## src/logic/cpu_params.svh

```systemverilog
`ifndef CPU_PARAMS_SVH
`define CPU_PARAMS_SVH

// Fetch address out of reset
`define PC_RESET 32'h1c00_0000

// Fixed exception entry
`define EENTRY 32'h1c00_8000

// Direct-mapped BTB geometry
`define BTB_ENTRIES 16
`define BTB_IDX_W 4     // PC[5:2]
`define BTB_TAG_W 8     // PC[13:6]

// Countdown timer, initial count sits in TCFG[17:2]
`define TIMER_W 16

`endif

```

## src/logic/excp_pkg.sv

```systemverilog
`default_nettype none

package excp_pkg;

    // Exception codes as written to ESTAT.ecode
    typedef enum logic [5:0] {
        ECODE_INT  = 6'h00,
        ECODE_ADEF = 6'h08,
        ECODE_SYS  = 6'h0b,
        ECODE_BRK  = 6'h0c,
        ECODE_INE  = 6'h0d
    } ecode_t;

    // Control register addresses
    typedef enum logic [3:0] {
        CSR_CRMD  = 4'h0,   // ie in bit 2
        CSR_ERA   = 4'h1,
        CSR_ESTAT = 4'h2,
        CSR_TCFG  = 4'h3,
        CSR_TICLR = 4'h4    // Write only
    } csr_addr_t;

endpackage

`default_nettype wire

```

## src/logic/fetch_pkg.sv

```systemverilog
`default_nettype none

`include "cpu_params.svh"

package fetch_pkg;

    // Winner of the next-PC choice
    typedef enum logic [1:0] {
        SRC_SEQ    = 2'd0,
        SRC_BTB    = 2'd1,
        SRC_BRMISS = 2'd2,
        SRC_EXCP   = 2'd3
    } redirect_src_t;

    // BTB addressing slices of the PC
    typedef logic [`BTB_IDX_W-1:0] btb_idx_t;
    typedef logic [`BTB_TAG_W-1:0] btb_tag_t;

endpackage

`default_nettype wire

```

## src/logic/bpu.sv

```systemverilog
`default_nettype none

`include "cpu_params.svh"

module bpu
    import fetch_pkg::*;
(
    input  logic        clk,
    input  logic        rst_n,
    input  logic [31:0] fetch_pc,
    output logic        pred_taken,
    output logic [31:0] pred_target,
    input  logic        br_valid,
    input  logic [31:0] br_pc,
    input  logic        br_taken,
    input  logic [31:0] br_target
);

    logic [`BTB_ENTRIES-1:0] valid;
    btb_tag_t                tags    [`BTB_ENTRIES];
    logic [31:0]             targets [`BTB_ENTRIES];

    btb_idx_t fetch_idx;
    btb_tag_t fetch_tag;
    btb_idx_t br_idx;
    btb_tag_t br_tag;

    assign fetch_idx = fetch_pc[`BTB_IDX_W+1:2];
    assign fetch_tag = fetch_pc[`BTB_TAG_W+`BTB_IDX_W+1:`BTB_IDX_W+2];
    assign br_idx    = br_pc[`BTB_IDX_W+1:2];
    assign br_tag    = br_pc[`BTB_TAG_W+`BTB_IDX_W+1:`BTB_IDX_W+2];

    // Lookup is purely combinational on the current fetch PC
    assign pred_taken  = valid[fetch_idx] && (tags[fetch_idx] == fetch_tag);
    assign pred_target = targets[fetch_idx];

    always_ff @(posedge clk) begin
        if (!rst_n) begin
            valid <= '0;
        end else if (br_valid) begin
            if (br_taken) begin
                valid[br_idx] <= 1'b1;
            end else if (tags[br_idx] == br_tag) begin
                // Only drop the entry if it belongs to this branch
                valid[br_idx] <= 1'b0;
            end
        end
    end

    always_ff @(posedge clk) begin
        if (br_valid && br_taken) begin
            tags[br_idx]    <= br_tag;
            targets[br_idx] <= br_target;
        end
    end

endmodule

`default_nettype wire

```

## src/logic/exception_unit.sv

```systemverilog
`default_nettype none

`include "cpu_params.svh"

module exception_unit
    import excp_pkg::*;
(
    input  logic        clk,
    input  logic        rst_n,
    input  logic        ex_valid,
    input  logic [31:0] ex_pc,
    input  ecode_t      ex_ecode,
    input  logic        ex_ertn,
    input  logic        csr_we,
    input  csr_addr_t   csr_addr,
    input  logic [31:0] csr_wdata,
    output logic [31:0] csr_rdata,
    output logic        excp_flush,
    output logic [31:0] excp_target
);

    logic                crmd_ie;
    logic [31:0]         era;
    ecode_t              estat_ecode;
    logic                ti_pending;
    logic                tcfg_en;
    logic [`TIMER_W-1:0] tcfg_init;
    logic                timer_run;
    logic [`TIMER_W-1:0] timer_cnt;

    logic take_int;
    logic excp_take;
    logic ertn_take;

    // Interrupt rides on whatever instruction sits in the memory stage
    assign take_int  = ti_pending && crmd_ie && ex_valid;
    assign excp_take = take_int || (ex_valid && !ex_ertn);
    assign ertn_take = ex_ertn && !excp_take;

    assign excp_flush  = excp_take || ertn_take;
    assign excp_target = excp_take ? `EENTRY : era;

    always_ff @(posedge clk) begin
        if (!rst_n) begin
            crmd_ie     <= 1'b0;
            estat_ecode <= ECODE_INT;
        end else if (excp_take) begin
            crmd_ie     <= 1'b0;
            estat_ecode <= take_int ? ECODE_INT : ex_ecode;
        end else if (ertn_take) begin
            crmd_ie <= 1'b1;
        end else if (csr_we && csr_addr == CSR_CRMD) begin
            crmd_ie <= csr_wdata[2];
        end
    end

    always_ff @(posedge clk) begin
        if (excp_take)
            era <= ex_pc;
        else if (csr_we && csr_addr == CSR_ERA)
            era <= csr_wdata;
    end

    always_ff @(posedge clk) begin
        if (!rst_n) begin
            tcfg_en    <= 1'b0;
            tcfg_init  <= '0;
            timer_run  <= 1'b0;
            timer_cnt  <= '0;
            ti_pending <= 1'b0;
        end else begin
            if (csr_we && csr_addr == CSR_TCFG) begin
                tcfg_en   <= csr_wdata[0];
                tcfg_init <= csr_wdata[`TIMER_W+1:2];
                timer_run <= csr_wdata[0];   // Restart on every write
                timer_cnt <= csr_wdata[`TIMER_W+1:2];
            end else if (timer_run) begin
                if (timer_cnt == '0) begin
                    timer_run  <= 1'b0;      // One shot
                    ti_pending <= 1'b1;
                end else begin
                    timer_cnt <= timer_cnt - `TIMER_W'(1);
                end
            end
            if (csr_we && csr_addr == CSR_TICLR && csr_wdata[0])
                ti_pending <= 1'b0;
        end
    end

    always_comb begin
        csr_rdata = '0;
        case (csr_addr)
            CSR_CRMD:  csr_rdata[2] = crmd_ie;
            CSR_ERA:   csr_rdata = era;
            CSR_ESTAT: begin
                csr_rdata[21:16] = estat_ecode;
                csr_rdata[11]    = ti_pending;
            end
            CSR_TCFG: begin
                csr_rdata[0]            = tcfg_en;
                csr_rdata[`TIMER_W+1:2] = tcfg_init;
            end
            default: csr_rdata = '0;   // TICLR reads zero
        endcase
    end

endmodule

`default_nettype wire

```

## src/logic/pc_redirect.sv

```systemverilog
`default_nettype none

`include "cpu_params.svh"

module pc_redirect
    import fetch_pkg::*;
(
    input  logic        clk,
    input  logic        rst_n,
    input  logic        stall,
    input  logic        pred_taken,
    input  logic [31:0] pred_target,
    input  logic        br_miss,
    input  logic [31:0] br_target,
    input  logic        excp_flush,
    input  logic [31:0] excp_target,
    output logic [31:0] fetch_pc,
    output logic        flush_if1,
    output logic        flush_if2,
    output logic        flush_id,
    output logic        flush_ex,
    output logic        flush_mem1
);

    redirect_src_t src;
    logic [31:0]   pc_q;
    logic [31:0]   pc_next;
    logic          backend_redirect;
    logic          hold;

    assign backend_redirect = excp_flush || br_miss;

    // Back-end redirects override the stall
    assign hold = stall && !backend_redirect;

    always_comb begin
        if (excp_flush)
            src = SRC_EXCP;
        else if (br_miss)
            src = SRC_BRMISS;
        else if (pred_taken)
            src = SRC_BTB;
        else
            src = SRC_SEQ;
    end

    always_comb begin
        case (src)
            SRC_EXCP:   pc_next = excp_target;
            SRC_BRMISS: pc_next = br_target;
            SRC_BTB:    pc_next = pred_target;
            default:    pc_next = pc_q + 32'd4;
        endcase
    end

    always_ff @(posedge clk) begin
        if (!rst_n)
            pc_q <= `PC_RESET;
        else if (!hold)
            pc_q <= pc_next;
    end

    assign fetch_pc = pc_q;

    // Front stages die on any back-end redirect, mem1 only on exceptions
    assign flush_if1  = backend_redirect;
    assign flush_if2  = backend_redirect;
    assign flush_id   = backend_redirect;
    assign flush_ex   = backend_redirect;
    assign flush_mem1 = excp_flush;

endmodule

`default_nettype wire

```

## src/logic/redirect_top.sv

```systemverilog
`default_nettype none

module redirect_top
    import excp_pkg::*;
(
    input  logic        clk,
    input  logic        rst_n,
    input  logic        stall,
    input  logic        br_valid,
    input  logic [31:0] br_pc,
    input  logic        br_taken,
    input  logic [31:0] br_target,
    input  logic        br_miss,
    input  logic        ex_valid,
    input  logic [31:0] ex_pc,
    input  ecode_t      ex_ecode,
    input  logic        ex_ertn,
    input  logic        csr_we,
    input  csr_addr_t   csr_addr,
    input  logic [31:0] csr_wdata,
    output logic [31:0] fetch_pc,
    output logic [31:0] csr_rdata,
    output logic        flush_if1,
    output logic        flush_if2,
    output logic        flush_id,
    output logic        flush_ex,
    output logic        flush_mem1
);

    logic        pred_taken;
    logic [31:0] pred_target;
    logic        excp_flush;
    logic [31:0] excp_target;

    bpu i_bpu (
        .clk,
        .rst_n,
        .fetch_pc,
        .pred_taken,
        .pred_target,
        .br_valid,
        .br_pc,
        .br_taken,
        .br_target
    );

    exception_unit i_excp (
        .clk,
        .rst_n,
        .ex_valid,
        .ex_pc,
        .ex_ecode,
        .ex_ertn,
        .csr_we,
        .csr_addr,
        .csr_wdata,
        .csr_rdata,
        .excp_flush,
        .excp_target
    );

    // br_target doubles as the corrected PC on a miss
    pc_redirect i_pc (
        .clk,
        .rst_n,
        .stall,
        .pred_taken,
        .pred_target,
        .br_miss,
        .br_target,
        .excp_flush,
        .excp_target,
        .fetch_pc,
        .flush_if1,
        .flush_if2,
        .flush_id,
        .flush_ex,
        .flush_mem1
    );

endmodule

`default_nettype wire

```

## config.mk

```make
export PLATFORM = sky130hd
export DESIGN_NAME = redirect_top
export DESIGN_NICKNAME = d
export VERILOG_FILES = /design/src/logic/excp_pkg.sv /design/src/logic/fetch_pkg.sv /design/src/logic/bpu.sv /design/src/logic/exception_unit.sv /design/src/logic/pc_redirect.sv /design/src/logic/redirect_top.sv
export VERILOG_INCLUDE_DIRS = /design/src /design/src/logic
export SDC_FILE = /design/constraint.sdc
export NUM_CORES = 1
export LEC_CHECK = 0
export ABC_CLOCK_PERIOD_IN_PS = 6800
export BUFFER_PORTS_ARGS = -buffer_cell sky130_fd_sc_hd__buf_4
export CELL_PAD_IN_SITES_DETAIL_PLACEMENT = 1
export CELL_PAD_IN_SITES_GLOBAL_PLACEMENT = 2
export CORE_ASPECT_RATIO = 0.9
export CORE_MARGIN = 4
export CORE_UTILIZATION = 49
export CTS_CLUSTER_DIAMETER = 60
export DETAILED_ROUTE_END_ITERATION = 10
export GPL_ROUTABILITY_DRIVEN = 0
export PLACE_DENSITY = 0.83
export SKIP_CTS_REPAIR_TIMING = 1
export SYNTH_ARGS = -nofsm -noshare
export SYNTH_HDL_FRONTEND = slang
export SYNTH_SLANG_ARGS = --single-unit
export TNS_END_PERCENT = 10
```

## constraint.sdc

```tcl
create_clock -name clk -period 6.8 [get_ports clk]
set_input_delay 0.34 -clock clk [delete_from_list [all_inputs] [get_ports clk]]
set_output_delay 0.34 -clock clk [all_outputs]
set_load 0.02 [all_outputs]
```

# Yosys cells after proc, flatten, opt, wreduce, memory -nomap -nowiden

Memory sizes are Yosys's and may differ from the RTL's. A register that Yosys moved wholly into a read port is not among the register bits.
Index checks and enable logic that the tools add are counted.

$add $sub $neg: 2
Multiply operators: 0
Divide/modulo/power cells: 0
$lt $le $gt $ge: 3
Equal/unequal tests: 10
Shift operators: 0
Muxes and demuxes: 37
Bitwise logic cells: 5
Reduce and logical (&&, ||, !) cells: 30

Operators by type and width:

| cell                                                                         | count |
|---|---|
| 32-bit 2-to-1 mux                                                            | 3 |
| 32-bit case mux with 3 select lines                                          | 1 |
| 16-bit 2-to-1 mux                                                            | 5 |
| 32-bit by 3-bit adder with 32-bit output, second input constant              | 1 |
| 16-bit AND                                                                   | 1 |
| 8-bit == test                                                                | 2 |
| 16-bit logical NOT                                                           | 1 |
| 4-bit 2-to-1 mux                                                             | 4 |
| 16-bit NOT                                                                   | 1 |
| 16-bit bitwise OR                                                            | 1 |
| 4-bit case mux with 2 select lines                                           | 2 |
| 8-bit case mux with 2 select lines                                           | 1 |
| 16-bit by 1-bit subtractor with 16-bit output, second input constant         | 1 |
| 1-bit logical AND                                                            | 13 |
| 1-bit 2-to-1 mux                                                             | 11 |
| 4-bit by 5-bit less-than comparator with 1-bit output, second input constant | 2 |
| 10-bit 2-to-1 mux                                                            | 1 |
| 4-bit by 2-bit == test with 1-bit output, second input constant              | 2 |
| 2-bit nonzero test                                                           | 4 |
| 6-bit 2-to-1 mux                                                             | 1 |
| 1-bit case mux with 3 select lines                                           | 2 |
| 2-bit case mux with 3 select lines                                           | 1 |
| 1-bit binary-select mux with 4-bit select                                    | 1 |
| 1-bit demux with 4-bit select                                                | 1 |
| 15 further kinds                                                             | 24 |

Flip-flop bits (word level): 122
Latch bits: 0
RAM bits: 640
Bits in read-only memories: 0
Output and inout bits: 69
Memories kept: 2

Memory list:

| name          | depth | width | rd ports | clocked after memory_dff | write ports | RTL line  | text |
|---|---|---|---|---|---|---|---|
| i_bpu.targets | 16    | 32    | 1        | 1                        | 1           | bpu.sv:21 | `` logic [31:0] targets [`BTB_ENTRIES]; `` |
| i_bpu.tags    | 16    | 8     | 2        | 1                        | 1           | bpu.sv:20 | `` btb_tag_t tags [`BTB_ENTRIES]; `` |

# Depth between registers and ports, before layout

Gate-level depths: netlist of the first run.

Depth in word-level cells: 11
Depth in mapped cells: 14

# Modules after synthesis

Synthesis of the first run repeated with hierarchy kept, for this count alone.

Cell total of the unflattened synthesis: 1,865
Area, all modules: 32,582.5 um^2

Modules (own cells, without submodules):

| module         | times used | cells an instance | area each (um^2) |
|---|---|---|---|
| bpu            | 1          | 1,096             | 26,078.8 |
| exception_unit | 1          | 399               | 3,906.2 |
| pc_redirect    | 1          | 370               | 2,597.5 |

# Worst setup path before layout of the first run

No wires, ideal clock.

Path kind: input to register
From: input br_pc[2]
To: memory i_bpu.tags[3][0] (netlist name) (enable)
Library setup time: 0.439 ns
Data arrival time: 3.309 ns
Data required time: 6.361 ns
Slack: 3.052 ns
Cell stages on the path: 5
Path through: clkbuf_1 > buf_1 > clkbuf_1 > nand2_1 > nor2_1

RTL lines:

| item            | RTL line           | text |
|---|---|---|
| start, declared | redirect_top.sv:10 | `input logic [31:0] br_pc,` |
| end, declared   | bpu.sv:20          |  |

Straight into the memory's write port.

==> results of run 1 <==
==> state kept, by name (all words and copies together) (netlist names), named ones only <==
register / cells
i_bpu.tags: 128
i_bpu.targets: 512
i_excp.crmd_ie: 1
i_excp.era: 32
i_excp.estat_ecode: 6
i_excp.tcfg_en: 1
i_excp.tcfg_init: 16
i_excp.ti_pending: 1
i_excp.timer_cnt: 16
i_excp.timer_run: 1
i_pc.fetch_pc: 32
==> layout by cell type, fill, tap and decap left out, drive strengths merged, types with 6 or more instances in the layout <==
cell type    instances
a211oi               7
a21oi               62
a221oi              12
a22o                18
a22oi               28
a311oi               7
a31oi                7
and2                10
and3                27
buf                231
bufinv               7
clkbuf              98
clkinv              46
dfxtp               94
dlygate4sd3          7
edfxtp             672
inv                 17
mux2                39
mux2i               42
mux4               235
nand2              108
nand2b               6
nand3               23
nand4                9
nor2                57
nor2b               13
nor3                24
nor4                 9
o21ai               51
o221ai               6
or3                  7
xnor2               19
xor2                14
==> report_power, final <==
group,total (mW),leakage (nW),switching [mW],internal (mW)
registers,5.29,6.84,0.0927,5.19
clock network,4.33,1.26,1.83,2.49
logic,0.780,4.06,0.426,0.354
==> final timing paths <==
path                                    start                                  to  cells after the start
max                                      flop                                flop                      9
min                               ex_ecode[0]  i_excp.estat_ecode[0]$_SDFFE_PN0N_                      3
max reg2reg                              flop                                flop                      9
min reg2reg  i_excp.tcfg_init[0]$_SDFFE_PN0P_    i_excp.tcfg_init[0]$_SDFFE_PN0P_                      2
==> worst reg2reg max path, delay by kind of cell, from the launching register on <==
family / cells / cell delay [ps]
compound gates: 4 / 1110
buf+inv: 1 / 710
flops: 1 / 630
mux: 1 / 630
simple gates: 3 / 1080
==> kinds of logic (layout without fill, tap and decap cells) <==
kind of cell             count (synthesis)  after routing  share of synthesized area
AND/OR/NAND/NOR                        315            315                     0.0478
flip-flops                             766            766                      0.681
AO/OA/AOI/OAI                          240            240                     0.0508
XOR/XNOR                                33             33                    0.00892
adder cells (fa/ha/maj)                  2              2                   0.000772
buffers and inverters                  149            408                     0.0206
multiplexers                           316            316                      0.190
other                                    0              2                          0
==> routing by layer <==
metal / GRT usage / up-vias / share of wire / wire [um]
met2: 0.431 / 946 / 0.48 / 45400
met4: 0.0552 / 0 / 0.020 / 1850
li1: - / 7855 / - / -
met3: 0.0508 / 126 / 0.089 / 8420
met5: 0 / - / 0 / 0
met1: 0.393 / 9998 / 0.41 / 38800
==> per-stage QoR <==
step	hold WS (ps)	util	setup slack [ps]	cell area, um^2
2_1_floorplan	433	-	3050	32400
3_3_place_gp	440	0.530	2610	34700
3_5_place_dp	447	0.530	2570	34700
4_1_cts	-65.6	0.569	2540	37300
5_1_grt	0.668	0.570	2290	37300
6_report	-25.5	0.570	2510	37300
==> final cells by class <==
type,instances,area share
repair buffers,238,0.0483
well taps,864,0.0290
clock buffers,98,0.0568
diodes,2,0.000134
multi-input cells,906,0.260
inverters,24,0.00265
flip-flops and latches,766,0.591
clock inverters,48,0.0124
==> summary.md, run 1 <==
| Metric | Value |
|---|---|
| TritonCTS clock tree | built |
| Endpoint arrival time on the critical path | approximately 4800 ps |
| Non-filler instance count after layout | 2946 |
| Power density of the placed cells | between 200 and 300 nW/um^2 |
| I/O pin total | approximately 220 |
| Number of placed instances with taps included | around 2800 |
| Required time at the worst-slack endpoint | between 7000 and 8000 ps |
| Proportion of register bits with asynchronous set or reset after synthesis | 0 |
| Hold Crit Class | primary input to flop |
| List of cells traversed by the critical path | buf_4 -> mux4_2 -> and4_1 -> a2111oi_0 -> a21oi_1 -> nand2_2 -> or3_1 -> o311ai_1 -> a221oi_1 |
| Via count of the first global-routing pass | between 15000 and 20000 |
| Post-route DRC | 0 |
| Aggregate global routing overflow | 0 |
| Number of distinct library cell variants in the gate-level netlist after synthesis | 73 |
| Most instantiated library cell after synthesis | edfxtp_1 |
| Post-synth top cells | edfxtp_1, mux4_2, nand2_1, dfxtp_1, clkbuf_1 |
| Post-route setup TNS | 0 ps |
| Initial Utilization | 0.495 |
| Number of antenna violations at the first check in global routing | 3 |
| Global Route Usage Sum | 0.269 |
| Leakage | approximately 12 nW |
| PortBufs | 195 |
| Die area | approximately 70000 um^2 |
| Worst slack on hold paths | -25.5 ps |
| Highest fanout seen on the critical path | 51 |
| Startpoint-to-endpoint class of the critical path | flop to flop |
| Worst-case vdd ir drop | between 0.2 and 0.25 mV |
| Crit path buffers/inverters | 1 |
| HPWL after DPL | between 50000 and 60000 um |
| Failing checks | negative hold slack |
| Cells after Synth | 1821 |
| Most common flop cell mapped by yosys | edfxtp_1 |
| Pin count of the biggest net entering global routing | 63 |
| Fmax | 0.233 GHz |
| Critical path startpoint category | flop |
| Number of nets in the final layout | ~2200 |
| Signed area change from the synthesized netlist to the final layout | 15.3% |
| Largest area contributor in the synthesized netlist | edfxtp_1 |
| Cts bufs inserted | about 80 |
| FF-to-FF setup slack | 2510 ps |
| Count of state elements after synthesis | 766 |
| Number of enable flip-flop cells after synthesis | 672 |
| Area share of the largest cell type after synthesis | 0.623 |
| Total of endpoints with negative setup slack in the final report | 0 |
| Clock slew at reported path FFs | roughly 60 ps |
| Clock net sink count | around 770 |
| DRT Pass-1 Iters | 5 |
| Average routed wire per standard cell | between 30 and 40 um |
| Run status | complete, but fails checks |
| Post-synthesis instance area | roughly 32000 um^2 |
| Buffers from clock root to sink, at most | 3 |
| Die X-Extent | 279 um |
| Vertical extent of the die | ~250 um |
| Cell with the largest stage delay on the worst path | buf_4 |
| Fin crit period | about 4300 ps |
| First-pass GRT wire length | about 140000 um |
| Relative slew margins | 0.334 |
| Final-report max-slew violation count | 0 |
| Routed via count | between 15000 and 20000 |
| Most area-consuming cells after synthesis | edfxtp_1, mux4_2, dfxtp_1 |
| Row Count | between 80 and 90 |
| Yosys warning count | 0 |
| Type of element capturing the critical path | flop |
| Largest stage delay on the critical path | 700 ps |
| Total number of H-tree levels | 3 |
| Root Driver | clkbuf_16 |
| Number of routed nets with antenna violations | 0 |
| Post-detailed-route via-to-cell ratio | roughly 6.4 |
| FF/Latch Area | about 22000 um^2 |
| Multi-input combinational cell area | approximately 9700 um^2 |
| Synthesized area per cell | around 18 um^2 |
| Final period util | 0.630 |
| Net count of the mapped netlist | 1970 |
| Max Cap Viol | 0 |
| Detailed-route wire length | around 94000 um |
| Placeable Area | around 65000 um^2 |
| Crit path max-delay family | compound AO/OA/AOI/OAI gates |
| Total design power | just over 10 mW |
| Worst clock skew | ~29 ps |
| Number of DRC violations after detailed-routing iteration 0 | 2400 |
| Seq/Total Area, Yosys | 0.681 |
| Fraction of final layout cells with drive strength greater than 1 | 0.315 |
| Clock latency reported for the late side of the worst-skew pair | about 640 ps |
| Fillers | between 5000 and 6000 |
| Unrepaired setup endpoints after global routing | false |
| Final-report hold violation count | 1 |
| Slew @ Worst Pin | between 900 and 1000 ps |
Power figures use the tool's default switching activity.
==> run 2: changes to the inputs <==
Settings changed: ABC_CLOCK_PERIOD_IN_PS 6800 to 4360, CORE_UTILIZATION 49 to 46, PLACE_DENSITY 0.83 to 0.79.
Clock period 6.8 ns to 4.36 ns, I/O delays scaled along.
==> summary.md, run 2 (synthesis gave the netlist of run 1 again) <==
| Metric | Value |
|---|---|
| Fin crit period | 3660 ps |
| PortBufs | roughly 200 |
| Slew @ Worst Pin | 1100 ps |
| Routed via count | between 15000 and 20000 |
| Net switching power | 3.79 mW |
| Destination of the worst register-to-register timing path | i_pc.fetch_pc[15]$_SDFFE_PN0N_ |
| Post-route setup TNS | 0 ps |
| Worst hold path startpoint | rst_n |
| Sequential Power Share | 0.503 |
| Buffers from clock root to sink, at most | 3 |
| Endpoint arrival time on the critical path | just over 4000 ps |
| Non-filler instance count after layout | ~3100 |
| M1 GR Usage | 0.366 |
| Number of antenna violations at the first check in global routing | 4 |
| Register ranked first by flip-flop count | i_bpu.targets |
| Clock slew at reported path FFs | 60 ps |
| Power density of the placed cells | about 420 nW/um^2 |
| Final-report hold violation count | 0 |
| Fraction of final layout cells with drive strength greater than 1 | 0.302 |
| Biggest regs | i_bpu.targets (512), i_bpu.tags (128) |
| Via count of the first global-routing pass | 19900 |
| Leakage | roughly 13 nW |
| Total number of H-tree levels | 3 |
| Combinational power share | 0.082 |
| Cell depth of the worst min-delay path | 2 |
| I/O pin total | roughly 220 |
| Total design power | 16.4 mW |
| DRT Pass-1 Iters | 7 |
| Cts bufs inserted | between 80 and 90 |
| Aggregate global routing overflow | 0 |
| Number of nets in the final layout | roughly 2300 |
| Total of endpoints with negative setup slack in the final report | 0 |
| Unrepaired setup endpoints after global routing | false |
| Global Route Usage Sum | 0.260 |
| Required time at the worst-slack endpoint | 4830 ps |
| Cell internal power dissipation | 12.6 mW |
| Hold Crit Class | primary input to flop |
| Highest fanout seen on the critical path | 26 |
| Final-report max-slew violation count | 0 |
| Cell area after layout | a little under 40000 um^2 |
| First-pass GRT wire length | between 100000 and 150000 um |
| Fillers | 6304 |
| Average routed wire per standard cell | between 30 and 40 um |
| Worst-case vdd ir drop | 0.301 mV |
| Most frequent standard cell in the layout excluding fill and tap cells | edfxtp_1 |
| Relative slew margins | 0.264 |
| Highest-count cells in the layout ignoring fill and taps | edfxtp_1, buf_4, mux4_2, dlygate4sd3_1, nand2_1 |
| Run status | finished clean |
| Max Cap Viol | 0 |
| Number of flip-flops under the largest register name | approximately 510 |
| Proportion of total power due to net switching | 0.232 |
| Critical path startpoint category | flop |
| Post-route DRC | 0 |
| Worst R2R Path Depth | 9 |
| Type of element capturing the critical path | flop |
| Number of placed instances with taps included | 2874 |
| Row Count | 92 |
| Placement Cell Area | between 30000 and 40000 um^2 |
| Number of DRC violations after detailed-routing iteration 0 | between 2000 and 2500 |
| Signed area change from the synthesized netlist to the final layout | 19.6% |
| Vertical extent of the die | about 260 um |
| Worst hold endpoint | i_pc.fetch_pc[28]$_SDFFE_PN1N_ |
| Busiest layer in global routing | met2 |
| Pin count of the biggest net entering global routing | slightly above 100 |
| Initial Utilization | 0.464 |
| Clock net sink count | about 770 |
| Post-detailed-route via-to-cell ratio | slightly above 6 |
| Worst clock skew | approximately 37 ps |
| Met2 usage | 0.408 |
| Clk network pwr share | 0.415 |
| Die X-Extent | 288 um |
| Final period util | 0.839 |
| TritonCTS clock tree | built |
| Startpoint-to-endpoint class of the critical path | flop to flop |
| FF-to-FF setup slack | approximately 700 ps |
| Placeable Area | 69900 um^2 |
| Fmax | around 0.27 GHz |
| Root Driver | clkbuf_16 |
| Final setup slack of the worst path | 703 ps |
| Number of routed nets with antenna violations | 0 |
| Detailed-route wire length | approximately 100000 um |
| HPWL after DPL | around 60000 um |
| Die area | 74700 um^2 |
| M3 GR Usage | 0.0627 |
| Clock latency reported for the late side of the worst-skew pair | 650 ps |
| Setup slack at placement | between 700 and 800 ps |
==> run 2: cell types whose count changed in the layout (fill, tap and decap cells not counted), moves of 4 or more <==
cell           change
dlygate4sd3_1    +117
clkinv_1           -4
clkinv_2           +6
buf_12             +4
inv_2              -7
==> run 2: per-stage QoR <==
step / hold WS, ps / utilization
finish: 51.1 / 0.555
global route: 36.3 / 0.555
CTS: -200 / 0.537
detailed placement: 445 / 0.499
global placement: 440 / 0.499
floorplan: 317 / -
==> run 2: how the worst max path moves through the flow <==
stage | end | slack [ps] | cells past startpoint
floorplan | i_bpu.tags[3][0]$_DFFE_PP_ | 730 | 5
global placement | i_pc.fetch_pc[28]$_SDFFE_PN1N_ | 730 | 7
detailed placement | i_pc.fetch_pc[15]$_SDFFE_PN0N_ | 710 | 9
CTS | flop | 690 | 8
global route | flop | 530 | 8
finish | i_pc.fetch_pc[15]$_SDFFE_PN0N_ | 700 | 9
==> run 2: cell type report <==
| type | count | area (um^2) | area share |
|---|---|---|---|
| antenna | 2 | 5.00 | 0.000129 |
| inverter | 24 | 108 | 0.00278 |
| clock inverter | 49 | 500 | 0.0129 |
| clock buffer | 97 | 2110 | 0.0544 |
| tap | 940 | 1180 | 0.0304 |
| timing repair buffer | 362 | 3080 | 0.0794 |
| sequential | 766 | 22100 | 0.570 |
| multi-input combinational | 906 | 9700 | 0.250 |
==> run 2: layer usage <==
layer | wire length (um) | share of wire
met1 | 40100 | 0.41
met2 | 47000 | 0.48
met3 | 8770 | 0.089
met4 | 2920 | 0.029
met5 | 23 | 0.00023
==> run 2: power groups by stage <==
stage | Clock [mW] | Combinational (mW) | Sequential, mW
6_report | 6.81 | 1.34 | 8.24
3_5_place_dp | 0 | 1.22 | 8.39
5_1_grt | 7.27 | 1.42 | 8.25
4_1_cts | 6.93 | 1.23 | 8.24
3_3_place_gp | 0 | 1.20 | 8.38
2_1_floorplan | 0 | 0.743 | 8.33
==> run 2: critical path, cell delays in order (launching register included) <==
cell and delay (ps):
dfxtp_4 710, mux2i_1 140, mux4_2 500, mux2i_1 300, xnor2_1 170, nand4_1 330, buf_4 290, or3_1 650
o221ai_1 290, a221oi_1 100
==> run 3: changes to the inputs <==
Settings changed: ABC_CLOCK_PERIOD_IN_PS 4360 to 3100, CORE_UTILIZATION 46 to 41, PLACE_DENSITY 0.79 to 0.74.
Clock period 4.36 ns to 3.1 ns, I/O delays scaled along.
==> summary.md, run 3 (synthesis gave the netlist of run 1 again) <==
| Metric | Value |
|---|---|
| Worst clock skew | ~30 ps |
| Number of placed instances with taps included | approximately 3000 |
| Power density of the placed cells | about 590 nW/um^2 |
| Busiest layer in global routing | met2 |
| Non-filler instance count after layout | 3319 |
| M1 GR Usage | 0.328 |
| Most frequent standard cell in the layout excluding fill and tap cells | edfxtp_1 |
| Final setup slack of the worst path | ~61 ps |
| Post-detailed-route via-to-cell ratio | approximately 6 |
| Row Count | 97 |
| Highest-count cells in the layout ignoring fill and taps | edfxtp_1, buf_4, mux4_2, dlygate4sd3_1, nand2_1 |
| Slew @ Worst Pin | 1000 ps |
| Final core area utilization | 0.512 |
| Vertical extent of the die | approximately 270 um |
| Run status | finished clean |
| Cell with the largest stage delay on the worst path | mux4_2 |
| Unrepaired setup endpoints after global routing | true |
| Root Driver | clkbuf_16 |
| Detailed-route wire length | 101000 um |
| Number of DRC violations after detailed-routing iteration 0 | ~2000 |
| Endpoint arrival time on the critical path | about 3600 ps |
| Placement Cell Area | around 36000 um^2 |
| Final period util | 0.980 |
| DRT Pass-1 Iters | 6 |
| First-pass GRT wire length | between 100000 and 150000 um |
| PortBufs | about 200 |
| Routed via count | around 20000 |
| Total of endpoints with negative setup slack in the final report | 0 |
| HPWL after DPL | 63900 um |
| Leakage | ~13 nW |
| Clock latency reported for the late side of the worst-skew pair | around 650 ps |
| Fraction of final layout cells with drive strength greater than 1 | 0.334 |
| Average routed wire per standard cell | ~31 um |
| Hold Crit Class | primary input to flop |
| Clock net sink count | between 700 and 800 |
| Startpoint-to-endpoint class of the critical path | flop to flop |
| Cell depth of the worst min-delay path | 3 |
| Crit path max-delay family | multiplexers |
| Worst hold endpoint | i_bpu.tags[3][1]$_DFFE_PP_ |
| Number of antenna violations at the first check in global routing | 5 |
| Number of routed nets with antenna violations | 0 |
| Net switching power | about 5.4 mW |
| Number of flip-flops under the largest register name | roughly 510 |
| Pin count of the biggest net entering global routing | between 100 and 150 |
| Placeable Area | 78000 um^2 |
| Relative slew margins | 0.329 |
| Worst-case vdd ir drop | between 0.3 and 0.4 mV |
| Stages on the worst setup path | 10 |
| Largest stage delay on the critical path | roughly 530 ps |
| FF-to-FF setup slack | approximately 61 ps |
| Initial Utilization | 0.415 |
| Final-report hold violation count | 0 |
| Highest fanout seen on the critical path | 11 |
| Required time at the worst-slack endpoint | ~3700 ps |
| Worst R2R Path Depth | 10 |
| Final-report max-slew violation count | 0 |
| Worst hold path startpoint | br_taken |
| Cell internal power dissipation | approximately 18 mW |
| Cts bufs inserted | 82 |
| TritonCTS clock tree | built |
| Combinational power share | 0.088 |
| Critical path startpoint category | flop |
| Clock slew at reported path FFs | roughly 70 ps |
| Signed area change from the synthesized netlist to the final layout | 23.3% |
| Register ranked first by flip-flop count | i_bpu.targets |
| Post-route DRC | 0 |
| Proportion of total power due to net switching | 0.231 |
| List of cells traversed by the critical path | buf_12 -> mux4_2 -> mux4_2 -> xor2_2 -> a21oi_2 -> nand2_2 -> or3_4 -> buf_12 -> a31oi_2 -> a21boi_2 |
| Sequential Power Share | 0.494 |
| Global Route Usage Sum | 0.237 |
| Die area | ~84000 um^2 |
| Type of element capturing the critical path | flop |
| Number of nets in the final layout | 2362 |
| Buffers from clock root to sink, at most | 3 |
| Fmax | 0.329 GHz |
| M3 GR Usage | 0.0657 |
| Die X-Extent | about 300 um |
| Via count of the first global-routing pass | about 20000 |
| Total number of H-tree levels | 3 |
| Clk network pwr share | 0.418 |
| Destination of the worst register-to-register timing path | i_pc.fetch_pc[22]$_SDFFE_PN0N_ |
| Max Cap Viol | 0 |
| Post-route setup TNS | 0 ps |
| Fin crit period | slightly above 3000 ps |
| Cell area after layout | 40000 um^2 |
| Aggregate global routing overflow | 0 |
| Crit path buffers/inverters | 2 |
| Setup slack at placement | -102 ps |
| Met2 usage | 0.375 |
| I/O pin total | around 220 |
| Biggest regs | i_bpu.targets (512), i_bpu.tags (128) |
run 3: stage by stage:
stage | power, mW | hold WS [ps]
floorplan | 12.8 | 254
global placement | 13.6 | 398
detailed placement | 13.6 | 414
CTS | 23.4 | -282
global route | 24.2 | 14.5
finish | 23.4 | 21.1
run 3: layer usage:
metal | share of wire | vias to the layer above | wire [um]
met3 | 0.086 | 138 | 8700
met2 | 0.47 | 802 | 47900
met4 | 0.024 | 0 | 2450
met1 | 0.42 | 10400 | 42400
li1 | - | 8256 | -
met5 | 0 | - | 0
run 3: worst max-delay path by stage:
| stage | start | to | slack [ps] |
|---|---|---|---|
| 2_1_floorplan | br_pc[2] | i_bpu.tags[9][0]$_DFFE_PP_ | -460 |
| 3_3_place_gp | flop | i_pc.fetch_pc[13]$_SDFFE_PN0N_ | -50 |
| 3_5_place_dp | flop | i_pc.fetch_pc[13]$_SDFFE_PN0N_ | -100 |
| 4_1_cts | flop | i_pc.fetch_pc[22]$_SDFFE_PN0N_ | -170 |
| 5_1_grt | flop | i_pc.fetch_pc[25]$_SDFFE_PN0N_ | -50 |
| 6_report | flop | i_pc.fetch_pc[22]$_SDFFE_PN0N_ | 60 |
run 3: worst reg2reg max path, stage by stage, from the launching register on:
cell and delay, ps:
dfxtp_4 400, buf_12 130, mux4_2 480, mux4_2 530, xor2_2 170, a21oi_2 170, nand2_2 140, or3_4 420
buf_12 180, a31oi_2 180, a21boi_2 180
run 3: power by group through the flow:
stage / Combinational, mW / Clock, mW / Sequential, mW
2_1_floorplan: 1.05 / 0 / 11.7
3_3_place_gp: 1.84 / 0 / 11.8
3_5_place_dp: 1.88 / 0 / 11.8
4_1_cts: 1.88 / 9.96 / 11.5
5_1_grt: 2.20 / 10.4 / 11.6
6_report: 2.07 / 9.76 / 11.6
run 3: cell type report:
class	instances	area, um^2
Clock inverter	44	457
Clock buffer	105	2210
Multi-Input combinational cell	906	9820
Tap cell	1039	1300
Inverter	24	90.1
Antenna cell	2	5.00
Timing Repair Buffer	433	4000
Sequential cell	766	22100
Fill cell	7176	38100
